## src/hw/jtframe_pkg.sv

```systemverilog
/*
 * Board wrapper shared types
 * Joystick layouts for the board and game sides, game and VGA colour
 * structs, and the widths used across the wrapper
 */

package jtframe_pkg;

    // Sample and colour widths
    localparam int SND_W   = 16;
    localparam int GAME_CW = 4;    // Colour bits per channel from the core
    localparam int VGA_CW  = 6;    // Colour bits per channel at the VGA pins

    // Default game reset stretch, in clk_sys cycles
    localparam int RST_CYCLES_DEF = 16;

    // Board joystick, all bits active high
    // right sits at bit 0, pause at bit 9
    typedef struct packed {
        logic       pause;
        logic       coin;
        logic       start;
        logic [2:0] fire;
        logic       up;
        logic       down;
        logic       left;
        logic       right;
    } board_joy_t;

    // Joystick as the core sees it, polarity set by the wrapper
    typedef struct packed {
        logic [2:0] fire;
        logic       up;
        logic       down;
        logic       left;
        logic       right;
    } game_joy_t;

    // Colour from the core
    typedef struct packed {
        logic [GAME_CW-1:0] r;
        logic [GAME_CW-1:0] g;
        logic [GAME_CW-1:0] b;
    } game_rgb_t;

    // Colour towards the board DAC
    typedef struct packed {
        logic [VGA_CW-1:0] r;
        logic [VGA_CW-1:0] g;
        logic [VGA_CW-1:0] b;
    } vga_rgb_t;

endpackage

```

## src/hw/board_reset.sv

```systemverilog
/*
 * Game reset generator
 * Any of reset, downloading, rst_req or a DIP flip change restarts a
 * down-counter; game_rst stays high until it runs out
 */

`timescale 1ns/100ps

module board_reset #(
    parameter int RST_CYCLES = 16
) (
    input  logic clk_sys,
    input  logic reset,
    input  logic downloading,
    input  logic dip_flip,
    input  logic rst_req,
    output logic game_rst
);

    localparam int CNT_W = $clog2(RST_CYCLES + 1);

    logic             dip_last;
    logic             dip_change;
    logic             trigger;
    logic [CNT_W-1:0] cnt;

    assign dip_change = dip_flip != dip_last;   // Flip setting changed
    assign trigger    = downloading | rst_req | dip_change;

    always_ff @(posedge clk_sys) begin
        if (reset) begin
            dip_last <= dip_flip;   // No false change on exit
            cnt      <= CNT_W'(RST_CYCLES);
            game_rst <= 1'b1;
        end else begin
            dip_last <= dip_flip;
            if (trigger) begin
                // Stretch counts from the last trigger cycle
                cnt      <= CNT_W'(RST_CYCLES);
                game_rst <= 1'b1;
            end else begin
                if (cnt != '0)
                    cnt <= cnt - 1'b1;
                game_rst <= cnt != '0;
            end
        end
    end

endmodule

```

## src/hw/board_inputs.sv

```systemverilog
/*
 * Joystick mapping
 * Board joysticks go to the game with the selected polarity, the third
 * fire button masked off if unused, and a pause toggle
 */

`timescale 1ns/100ps

module board_inputs #(
    parameter bit THREE_BUTTONS           = 1'b0,
    parameter bit GAME_INPUTS_ACTIVE_HIGH = 1'b0
) (
    input  logic                   clk_sys,
    input  logic                   reset,
    input  logic                   game_rst,
    input  jtframe_pkg::board_joy_t board_joystick1,
    input  jtframe_pkg::board_joy_t board_joystick2,
    output jtframe_pkg::game_joy_t  game_joystick1,
    output jtframe_pkg::game_joy_t  game_joystick2,
    output logic [1:0]             game_coin,
    output logic [1:0]             game_start,
    output logic                   game_pause
);

    // Level of a released button on the game side
    localparam bit INACTIVE = !GAME_INPUTS_ACTIVE_HIGH;
    localparam int GJ_W     = $bits(jtframe_pkg::game_joy_t);

    logic [1:0] pause_in;
    logic [1:0] pause_last;
    logic       pause_edge;

    function automatic jtframe_pkg::game_joy_t map_joy(input jtframe_pkg::board_joy_t bj);
        jtframe_pkg::game_joy_t gj;
        gj.right = bj.right ^ INACTIVE;
        gj.left  = bj.left  ^ INACTIVE;
        gj.down  = bj.down  ^ INACTIVE;
        gj.up    = bj.up    ^ INACTIVE;
        gj.fire  = bj.fire  ^ {3{INACTIVE}};
        if (!THREE_BUTTONS)
            gj.fire[2] = INACTIVE;  // Two-button games never see fire 3
        return gj;
    endfunction

    assign pause_in   = {board_joystick2.pause, board_joystick1.pause};
    assign pause_edge = |(pause_in & ~pause_last);

    always_ff @(posedge clk_sys) begin
        if (reset) begin
            game_joystick1 <= {GJ_W{INACTIVE}};
            game_joystick2 <= {GJ_W{INACTIVE}};
            game_coin      <= {2{INACTIVE}};
            game_start     <= {2{INACTIVE}};
        end else begin
            game_joystick1 <= map_joy(board_joystick1);
            game_joystick2 <= map_joy(board_joystick2);
            game_coin      <= {board_joystick2.coin, board_joystick1.coin} ^ {2{INACTIVE}};
            game_start     <= {board_joystick2.start, board_joystick1.start} ^ {2{INACTIVE}};
        end
    end

    // Pause toggles once per press from either player
    always_ff @(posedge clk_sys) begin
        if (reset) begin
            pause_last <= 2'b00;
        end else begin
            pause_last <= pause_in;
        end
    end

    always_ff @(posedge clk_sys) begin
        if (reset || game_rst)
            game_pause <= 1'b0;         // A new game starts unpaused
        else if (pause_edge)
            game_pause <= ~game_pause;
    end

endmodule

```

## src/hw/snd_dac.sv

```systemverilog
/*
 * Sound DAC
 * First-order delta-sigma modulator; the carry of a running sum gives
 * a one-bit stream whose density follows the sample
 */

`timescale 1ns/100ps

module snd_dac #(
    parameter bit SIGNED_SND = 1'b0
) (
    input  logic                         clk_sys,
    input  logic                         reset,
    input  logic [jtframe_pkg::SND_W-1:0] snd,
    output logic                         snd_pwm
);

    localparam int W = jtframe_pkg::SND_W;

    logic [W-1:0] sample;   // Offset binary
    logic [W:0]   acc;      // Top bit is the carry of the last add

    // Two's complement to offset binary by flipping the sign bit
    always_comb begin
        sample = snd;
        if (SIGNED_SND)
            sample[W-1] = ~snd[W-1];
    end

    always_ff @(posedge clk_sys) begin
        if (reset) begin
            acc <= '0;
        end else begin
            // Old carry is dropped, only the residue accumulates
            acc <= {1'b0, acc[W-1:0]} + {1'b0, sample};
        end
    end

    assign snd_pwm = acc[W];    // Registered carry out

endmodule

```

## src/hw/video_out.sv

```systemverilog
/*
 * Video output stage
 * Expands 4-bit game colour to 6-bit VGA colour, blanks outside the
 * active area and keeps the syncs aligned with the pixel
 */

`timescale 1ns/100ps

module video_out (
    input  logic                   clk_sys,
    input  logic                   reset,
    input  logic                   pxl_cen,
    input  jtframe_pkg::game_rgb_t game_rgb,
    input  logic                   LHBL,
    input  logic                   LVBL,
    input  logic                   hs,
    input  logic                   vs,
    output jtframe_pkg::vga_rgb_t  vga_rgb,
    output logic                   vga_hs,
    output logic                   vga_vs
);

    localparam int GW = jtframe_pkg::GAME_CW;
    localparam int VW = jtframe_pkg::VGA_CW;

    logic active;

    // Top bits repeated below so full scale maps to full scale
    function automatic logic [VW-1:0] expand(input logic [GW-1:0] c);
        return {c, c[GW-1 -: VW-GW]};
    endfunction

    assign active = LHBL & LVBL;

    always_ff @(posedge clk_sys) begin
        if (reset) begin
            vga_rgb <= '0;
            vga_hs  <= 1'b0;
            vga_vs  <= 1'b0;
        end else if (pxl_cen) begin
            if (active) begin
                vga_rgb.r <= expand(game_rgb.r);
                vga_rgb.g <= expand(game_rgb.g);
                vga_rgb.b <= expand(game_rgb.b);
            end else begin
                vga_rgb <= '0;      // Blanking
            end
            vga_hs <= hs;           // Same delay as colour
            vga_vs <= vs;
        end
    end

endmodule

```

## src/hw/jtframe_board.sv

```systemverilog
/*
 * Board wrapper top level
 * Reset, joystick, sound and video glue between the game core and the
 * board pins, all on clk_sys
 */

`timescale 1ns/100ps

module jtframe_board #(
    parameter bit SIGNED_SND              = 1'b0,
    parameter bit THREE_BUTTONS           = 1'b0,
    parameter bit GAME_INPUTS_ACTIVE_HIGH = 1'b0,
    parameter int RST_CYCLES              = jtframe_pkg::RST_CYCLES_DEF
) (
    input  logic                           clk_sys,
    input  logic                           reset,
    // Reset sources
    input  logic                           downloading,
    input  logic                           dip_flip,
    input  logic                           rst_req,
    output logic                           game_rst,
    // Joysticks
    input  jtframe_pkg::board_joy_t         board_joystick1,
    input  jtframe_pkg::board_joy_t         board_joystick2,
    output logic [6:0]                     game_joystick1,
    output logic [6:0]                     game_joystick2,
    output logic [1:0]                     game_coin,
    output logic [1:0]                     game_start,
    output logic                           game_pause,
    // Sound
    input  logic [jtframe_pkg::SND_W-1:0]   snd,
    output logic                           snd_pwm,
    // Game video
    input  logic                           pxl_cen,
    input  logic [jtframe_pkg::GAME_CW-1:0] game_r,
    input  logic [jtframe_pkg::GAME_CW-1:0] game_g,
    input  logic [jtframe_pkg::GAME_CW-1:0] game_b,
    input  logic                           LHBL,
    input  logic                           LVBL,
    input  logic                           hs,
    input  logic                           vs,
    // VGA
    output logic [jtframe_pkg::VGA_CW-1:0]  VGA_R,
    output logic [jtframe_pkg::VGA_CW-1:0]  VGA_G,
    output logic [jtframe_pkg::VGA_CW-1:0]  VGA_B,
    output logic                           VGA_HS,
    output logic                           VGA_VS
);

    jtframe_pkg::game_rgb_t game_rgb;
    jtframe_pkg::vga_rgb_t  vga_rgb;

    assign game_rgb = {game_r, game_g, game_b};
    assign VGA_R    = vga_rgb.r;
    assign VGA_G    = vga_rgb.g;
    assign VGA_B    = vga_rgb.b;

    board_reset #(.RST_CYCLES(RST_CYCLES)) u_reset (
        .clk_sys        ( clk_sys         ),
        .reset          ( reset           ),
        .downloading    ( downloading     ),
        .dip_flip       ( dip_flip        ),
        .rst_req        ( rst_req         ),
        .game_rst       ( game_rst        )
    );

    board_inputs #(
        .THREE_BUTTONS          ( THREE_BUTTONS           ),
        .GAME_INPUTS_ACTIVE_HIGH( GAME_INPUTS_ACTIVE_HIGH )
    ) u_inputs (
        .clk_sys        ( clk_sys         ),
        .reset          ( reset           ),
        .game_rst       ( game_rst        ),    // Unpauses on game reset
        .board_joystick1( board_joystick1 ),
        .board_joystick2( board_joystick2 ),
        .game_joystick1 ( game_joystick1  ),
        .game_joystick2 ( game_joystick2  ),
        .game_coin      ( game_coin       ),
        .game_start     ( game_start      ),
        .game_pause     ( game_pause      )
    );

    snd_dac #(.SIGNED_SND(SIGNED_SND)) u_dac (
        .clk_sys        ( clk_sys         ),
        .reset          ( reset           ),
        .snd            ( snd             ),
        .snd_pwm        ( snd_pwm         )
    );

    video_out u_video (
        .clk_sys        ( clk_sys         ),
        .reset          ( reset           ),
        .pxl_cen        ( pxl_cen         ),
        .game_rgb       ( game_rgb        ),
        .LHBL           ( LHBL            ),
        .LVBL           ( LVBL            ),
        .hs             ( hs              ),
        .vs             ( vs              ),
        .vga_rgb        ( vga_rgb         ),
        .vga_hs         ( VGA_HS          ),
        .vga_vs         ( VGA_VS          )
    );

endmodule

```

## config.mk

```make
export PLATFORM = sky130hd
export DESIGN_NAME = jtframe_board
export DESIGN_NICKNAME = d
export VERILOG_FILES = /design/src/hw/jtframe_pkg.sv /design/src/hw/board_reset.sv /design/src/hw/board_inputs.sv /design/src/hw/snd_dac.sv /design/src/hw/video_out.sv /design/src/hw/jtframe_board.sv
export SDC_FILE = /design/constraint.sdc
export NUM_CORES = 1
export LEC_CHECK = 0
export CORE_UTILIZATION = 37
export CTS_BUF_LIST = sky130_fd_sc_hd__clkbuf_4
export DETAILED_ROUTE_END_ITERATION = 10
export DONT_BUFFER_PORTS = 1
export GPL_TIMING_DRIVEN = 0
export PLACE_DENSITY = 0.57
export SLEW_MARGIN = 20
export SYNTH_ARGS = -nofsm -noshare
export SYNTH_HDL_FRONTEND = slang
export SYNTH_SLANG_ARGS = --single-unit
```

## constraint.sdc

```tcl
create_clock -name clk_sys -period 2.05 [get_ports clk_sys]
set_input_delay 0.3075 -clock clk_sys [delete_from_list [all_inputs] [get_ports clk_sys]]
set_output_delay 0.3075 -clock clk_sys [all_outputs]
set_load 0.01 [all_outputs]
```

* After elaboration in Yosys (flattened, before gate mapping)
Index checks and enable logic that the tools add are counted.
** Cells by class
- Add/sub/neg operators :: 2
- $mul :: 0
- Divide/modulo/power cells :: 0
- Order comparisons :: 0
- Equal/unequal tests :: 1
- Shifts and indexed selects :: 0
- Muxes and demuxes :: 1
- Bitwise gates (word level) :: 18
- Reductions and logical operators :: 4
** Operators by type and width (count)
- $mux 18 :: 1
- $add 16x16->17 :: 1
- $not 2->2 :: 5
- $not 1->1 :: 9
- $reduce_bool 5->1 :: 1
- $sub 5x1->5 const B :: 1
- $reduce_or 2->1 :: 2
- $and 2x2->2 :: 1
- $or 1x1->1 :: 2
- $and 1x1->1 :: 1
- $logic_or 1x1->1 :: 1
- $ne 1x1->1 :: 1
** Storage, ports and cells
- Bits in registers :: 65
- Bits in latches :: 0
- Memory bits (writable) :: 0
- Bits in read-only memories :: 0
- Bits of input ports :: 58
- Output and inout port bits :: 41
- Logic and storage cells :: 51
- Memories :: 0

* Longest topological paths before layout
- Depth after elaboration :: 3
- Mapped depth :: 7
- Mapped depth without buffers :: 7

* Modules after synthesis
A second synthesis with hierarchy kept.
** Second synthesis, totals
- Cells, all modules :: 279
- Area, all modules :: 2640.0 um^2
** By module, submodules not included
- snd_dac :: times used 1, cells an instance 135, area an instance 1168.6 um^2
- video_out :: times used 1, cells an instance 66, area an instance 606.8 um^2
- board_inputs :: times used 1, cells an instance 49, area an instance 554.3 um^2
- board_reset :: times used 1, cells an instance 29, area an instance 310.3 um^2

* Worst setup path before layout
No wires, ideal clock.
- Path type :: input port to flip-flop
- From :: in snd[0] (netlist bit)
- To :: reg u_dac.acc[14]
- Library setup time :: 0.123 ns
- Arrival :: 1.969 ns
- Data required time :: 1.927 ns
- Slack :: -0.042 ns
- Stages on the path :: 7
- Path buffers :: 0
- Path through :: ha_1 fa_1 a21o_1 a221oi_4 nor2_1 a31oi_1 mux2_1
** On the way
- Cells in the longest elaborated chain, start to end :: 1
** RTL lines
- start, declared :: line jtframe_board.sv:31 : input logic [jtframe_pkg::SND_W-1:0] snd,
- $add 16x16->17 :: line snd_dac.sv:35 : acc <= {1'b0, acc[W-1:0]} + {1'b0, sample};
- end signal, assigned :: line snd_dac.sv:35
- end, declared :: line snd_dac.sv:21 : logic [W:0] acc;
No other way between the ends.
A chain may end at the register's enable or synchronous reset.

* Worst setup path in the final report
- From :: reg u_dac.acc[0]
- To :: reg u_dac.acc[14]
** On the way
- Cells in the longest elaborated chain, start to end :: 1
** RTL lines (line)
- $add 16x16->17 :: snd_dac.sv:35
No other way between the ends.

==> results.md <==
* Vias/cell at 4.86
* Largest family of logic cells by synthesized area: simple AND/OR/NAND/NOR gates
* Antenna violations before repair at 0
* Arrival time of the worst setup path at 2350 ps
* Footprint of the multi-input gates at 1420 µm²
* Bufs and invs on worst path at 0
* Gate count of the mapped netlist at 281
* Final instance count without filler cells at 415
* Worst endpoint required time at 2350 ps
* Worst-margin pin slew at 598 ps
* Final number of setup-violating endpoints at 1
* Post-route antenna net violation count at 0
* Startpoint type of the worst setup path: flop
* Master of the slowest instance on the critical path: sky130_fd_sc_hd__fa_2
* Global-route congestion overflow total at 0
* Largest net degree at the start of global routing at 11
* Share of total power in combinational logic at 38.0%
* Layout fillers at 658
* Floorplan row count at 30
* Clock insertion delay at the later pin of the skew report at 400 ps
* Area overhead of the layout relative to synthesis at 20.5%
* Fraction of synthesis flops using an asynchronous set or reset pin at 0%
* Post-detailed-route DRC marker count at 0
* Endpoint of the most critical register-to-register path: u_dac.acc[14]
* Worst R2R Path Depth at 7
* HP Start: board_joystick1[9]
* Total chip power at 3.48 mW
* Fraction of the core area covered by cells at the end of the flow at 46.4%
* Multiplexer share of the synthesized area at 3.49%
* Most common cell in the netlist: sky130_fd_sc_hd__dfxtp_1
* Flop2flop setup slack at -5 ps
* CP Cell Sequence: ha_4 -> fa_2 -> a21o_1 -> a221oi_4 -> nor2_1 -> a31oi_1 -> mux2_1
* Portion of the clock cycle consumed by the worst path in the final layout at 100%
* Top area cells in the synthesized netlist: sky130_fd_sc_hd__dfxtp_1 (44%), sky130_fd_sc_hd__ha_1 (8.1%), sky130_fd_sc_hd__nor2_1 (6.3%)
* Basic-gate share of the synthesized area counting and, or, nand and nor cells at 20.7%
* DPL Wire Length at 4.03 mm
* Fraction of synthesized cell area taken by the top area cell type at 43.6%
* Number of design-rule violations left by the first detailed-router iteration at 34
* Final Net Count at 390
* Timing startpoint of the critical path: u_dac.acc[0]
* Area enclosed by the die boundary at 7410 µm²
* Routed length on met3 at 352 µm
* Worst Hold Path Cells at 2
* Critical path start-end classification: reg2reg
* CTS max path bufs at 2
* Worst hold-check path type: in2reg
* Worst path setup slack after routing at -4.57 ps
* Port buffer count at 0
* Die Span Y at 86.1 µm
* Max rail drop VDD at 452 µV
* Total power divided by cell area at 1100 nW/µm²
* Footprint of the flip-flops and latches at 1140 µm²
* Sequential fraction of the synthesis area at 43.6%
* I/O pins at 99
* Leakage at 1.32 nW
* Internal power contribution at 2.28 mW
* Launching point of the worst reg2reg path: u_dac.acc[0]
* Time the worst path needs with I/O delays and setup at 2050 ps
* Adder and majority cell fraction of the synthesized area at 8.90%
* Die width at 86.1 µm
* Post-synth EDFFs at 0
* Global-route wire length before repair at 8.79 mm
* Share of post-route cells with drive strength above 1 at 16.0%
* Result of the run: complete, but fails checks
* Largest driver fanout on the critical path at 4
* Wire length on met1 at 2.54 mm
* Largest clock skew in the final design at 14.7 ps
* Slew headroom at 60.0%
* Count of unique library cells instantiated by Yosys at 43
* CP delay by family, top: compound AO/OA/AOI/OAI gates
* Count of endpoints failing hold in the final timing report at 0
* Count of inserted antenna diode cells at 0
* Reported max-cap violation count at 0
* Clock-pin slew reported for the worst setup and hold paths after clock tree synthesis at 110 ps
* Stage delay of the slowest cell on the critical path at 350 ps
* Total Routed Length at 5.73 mm
* Total number of clock tree sinks at 57
* Final Max Tran Viols at 0
* CTS Buf Count at 9
* Final weighted congestion in routability-driven placement at 0.726
* Top cell type by total area after synthesis: sky130_fd_sc_hd__dfxtp_1
* RSZ-0062 raised after global routing: yes
* Via total after detailed routing at 2,018
* Number of register bits inferred by synthesis at 57
* Routed wl met2 at 2.69 mm
* Depth of the CTS H-tree at 3
* YS warnings at 0
* CTS tree: built
* Root Buffer Master: sky130_fd_sc_hd__clkbuf_4
* Routed wirelength normalized by instance count at 13.8 µm
* Endpoint type of the worst setup path: flop
* Synthesized area per cell at 9.31 µm²
* Total routing resource utilization after global routing at 15.6%
* Parity-gate share of the synthesized area counting xor and xnor cells at 3.68%
* Worst Hold Endpoint: u_inputs.pause_last[0]
* Most instantiated flip-flop cell in the synthesis netlist: sky130_fd_sc_hd__dfxtp_1
* Violated checks: setup timing
* Cell area after synthesis at 2620 µm²
* Switching power at 1.20 mW
* DR pass1 iterations at 4
* Fmax at 487 MHz
* Number of placed cells counting well taps at 378
* Leading cell types by count after synthesis: sky130_fd_sc_hd__dfxtp_1 (57), sky130_fd_sc_hd__nor2_1 (44), sky130_fd_sc_hd__a21oi_1 (22)
* Starting utilization of the core area at 38.5%
* Top layer reached by signal wires: met4
* Sequential power share at 38.7%
* Number of global-route vias before repair at 1,894
* Proportion of total power due to net switching at 34.5%
* Compound-cell area share of the yosys netlist at 14.5%
* Area of the core at 6790 µm²
* Clock network power share at 23.3%
==> worst max-delay path by stage <==
stage	end	cells after the start	slack, ps
after detailed placement	u_dac.acc[14]	7	-180
after CTS	u_dac.acc[14]	7	-20
final	u_dac.acc[14]	7	-5
after floorplan	u_dac.acc[14]	7	2
after global routing	u_dac.acc[14]	7	-70
after global placement	u_dac.acc[14]	7	-190
==> metal layers <==
layer  vias up  GRT usage, %
met5         -             0
met1       931          18.4
li1       1014             -
met2        59          24.9
met4         0          9.09
met3        14          5.10
==> cells in the final DEF, fill, tap and decap left out, drive strengths merged, types with 2 or more instances in the layout <==
| master | count |
|---|---|
| o21bai | 3 |
| xnor2 | 7 |
| dlygate4sd3 | 17 |
| mux2i | 2 |
| o211ai | 3 |
| nor2 | 44 |
| nor2b | 18 |
| clkbuf | 17 |
| inv | 8 |
| buf | 15 |
| a21oi | 23 |
| nor3 | 7 |
| xor2 | 4 |
| o21ai | 4 |
| conb | 2 |
| mux2 | 6 |
| a21o | 7 |
| a221oi | 6 |
| dfxtp | 57 |
| clkinvlp | 2 |
| clkinv | 3 |
| and3 | 5 |
| o22ai | 2 |
| nand2b | 19 |
| ha | 17 |
| nand2 | 8 |
==> cells by family (layout without fill, tap and decap cells) <==
logic type                 count (synthesis)  in the layout
and+or+nand+nor                          107            107
DFF                                       57             57
AOI/OAI and AO/OA                         53             53
buffers and inverters                     26             63
adders and majority gates                 18             18
xor gates and xnor gates                  11             11
muxes                                      8              8
other                                      1              2
==> state kept, by name, indices dropped and copies added (netlist names), 2 cells and up <==
signal,flops
u_reset.cnt,5
u_inputs.game_start,2
u_inputs.game_joystick1,6
u_inputs.game_joystick2,6
u_dac.acc,17
u_inputs.game_coin,2
u_inputs.pause_last,2
u_video.vga_rgb,12
==> final cells by class <==
type / instances / share of cell area, %
clock buffer: 10 / 2.38
multi-input combinational: 199 / 45.2
tap: 96 / 3.81
buffer: 17 / 2.98
timing repair buffer: 22 / 6.59
clock inverter: 6 / 1.87
sequential: 57 / 36.3
inverter: 8 / 0.952
==> worst register-to-register path, delay by kind of cell (launching register included) <==
kind            cells  cell delay [ps]
compound gates      3              690
fa+ha+maj           2              510
flops               1              340
mux                 1              340
simple gates        1              100
==> power by group through the flow <==
| stage | logic, mW | registers, mW | clock network [mW] |
|---|---|---|---|
| 6_report | 1.32 | 1.34 | 0.811 |
| 5_1_grt | 1.46 | 1.36 | 0.895 |
| 4_1_cts | 1.22 | 1.34 | 0.846 |
| 3_5_place_dp | 1.15 | 1.36 | 0 |
| 3_3_place_gp | 1.15 | 1.36 | 0 |
| 2_1_floorplan | 0.965 | 1.35 | 0 |
==> what timing repair did <==
item | CTS | global route
buffers inserted | 3 | 2
setup endpoints to repair | 4 | 7
pin swaps | 4 | 7
gates resized for setup | 1 | 14
hold buffers | 17 | 0
endpoints found under the hold margin | 17 | 0
==> per-stage QoR <==
stage / hold WS [ps] / cell area (µm²) / worst slack (ps) / setup TNS [ps]
global route: 29.4 / 3150 / -68.1 / -140
detailed placement: 335 / 2740 / -176 / -299
CTS: 18.8 / 3070 / -15.2 / -19.6
floorplan: 335 / 2620 / 2.46 / 0
finish: 44.6 / 3150 / -4.57 / -4.57
global placement: 335 / 2740 / -195 / -355
Note: power is estimated with default switching activity, not from simulation.
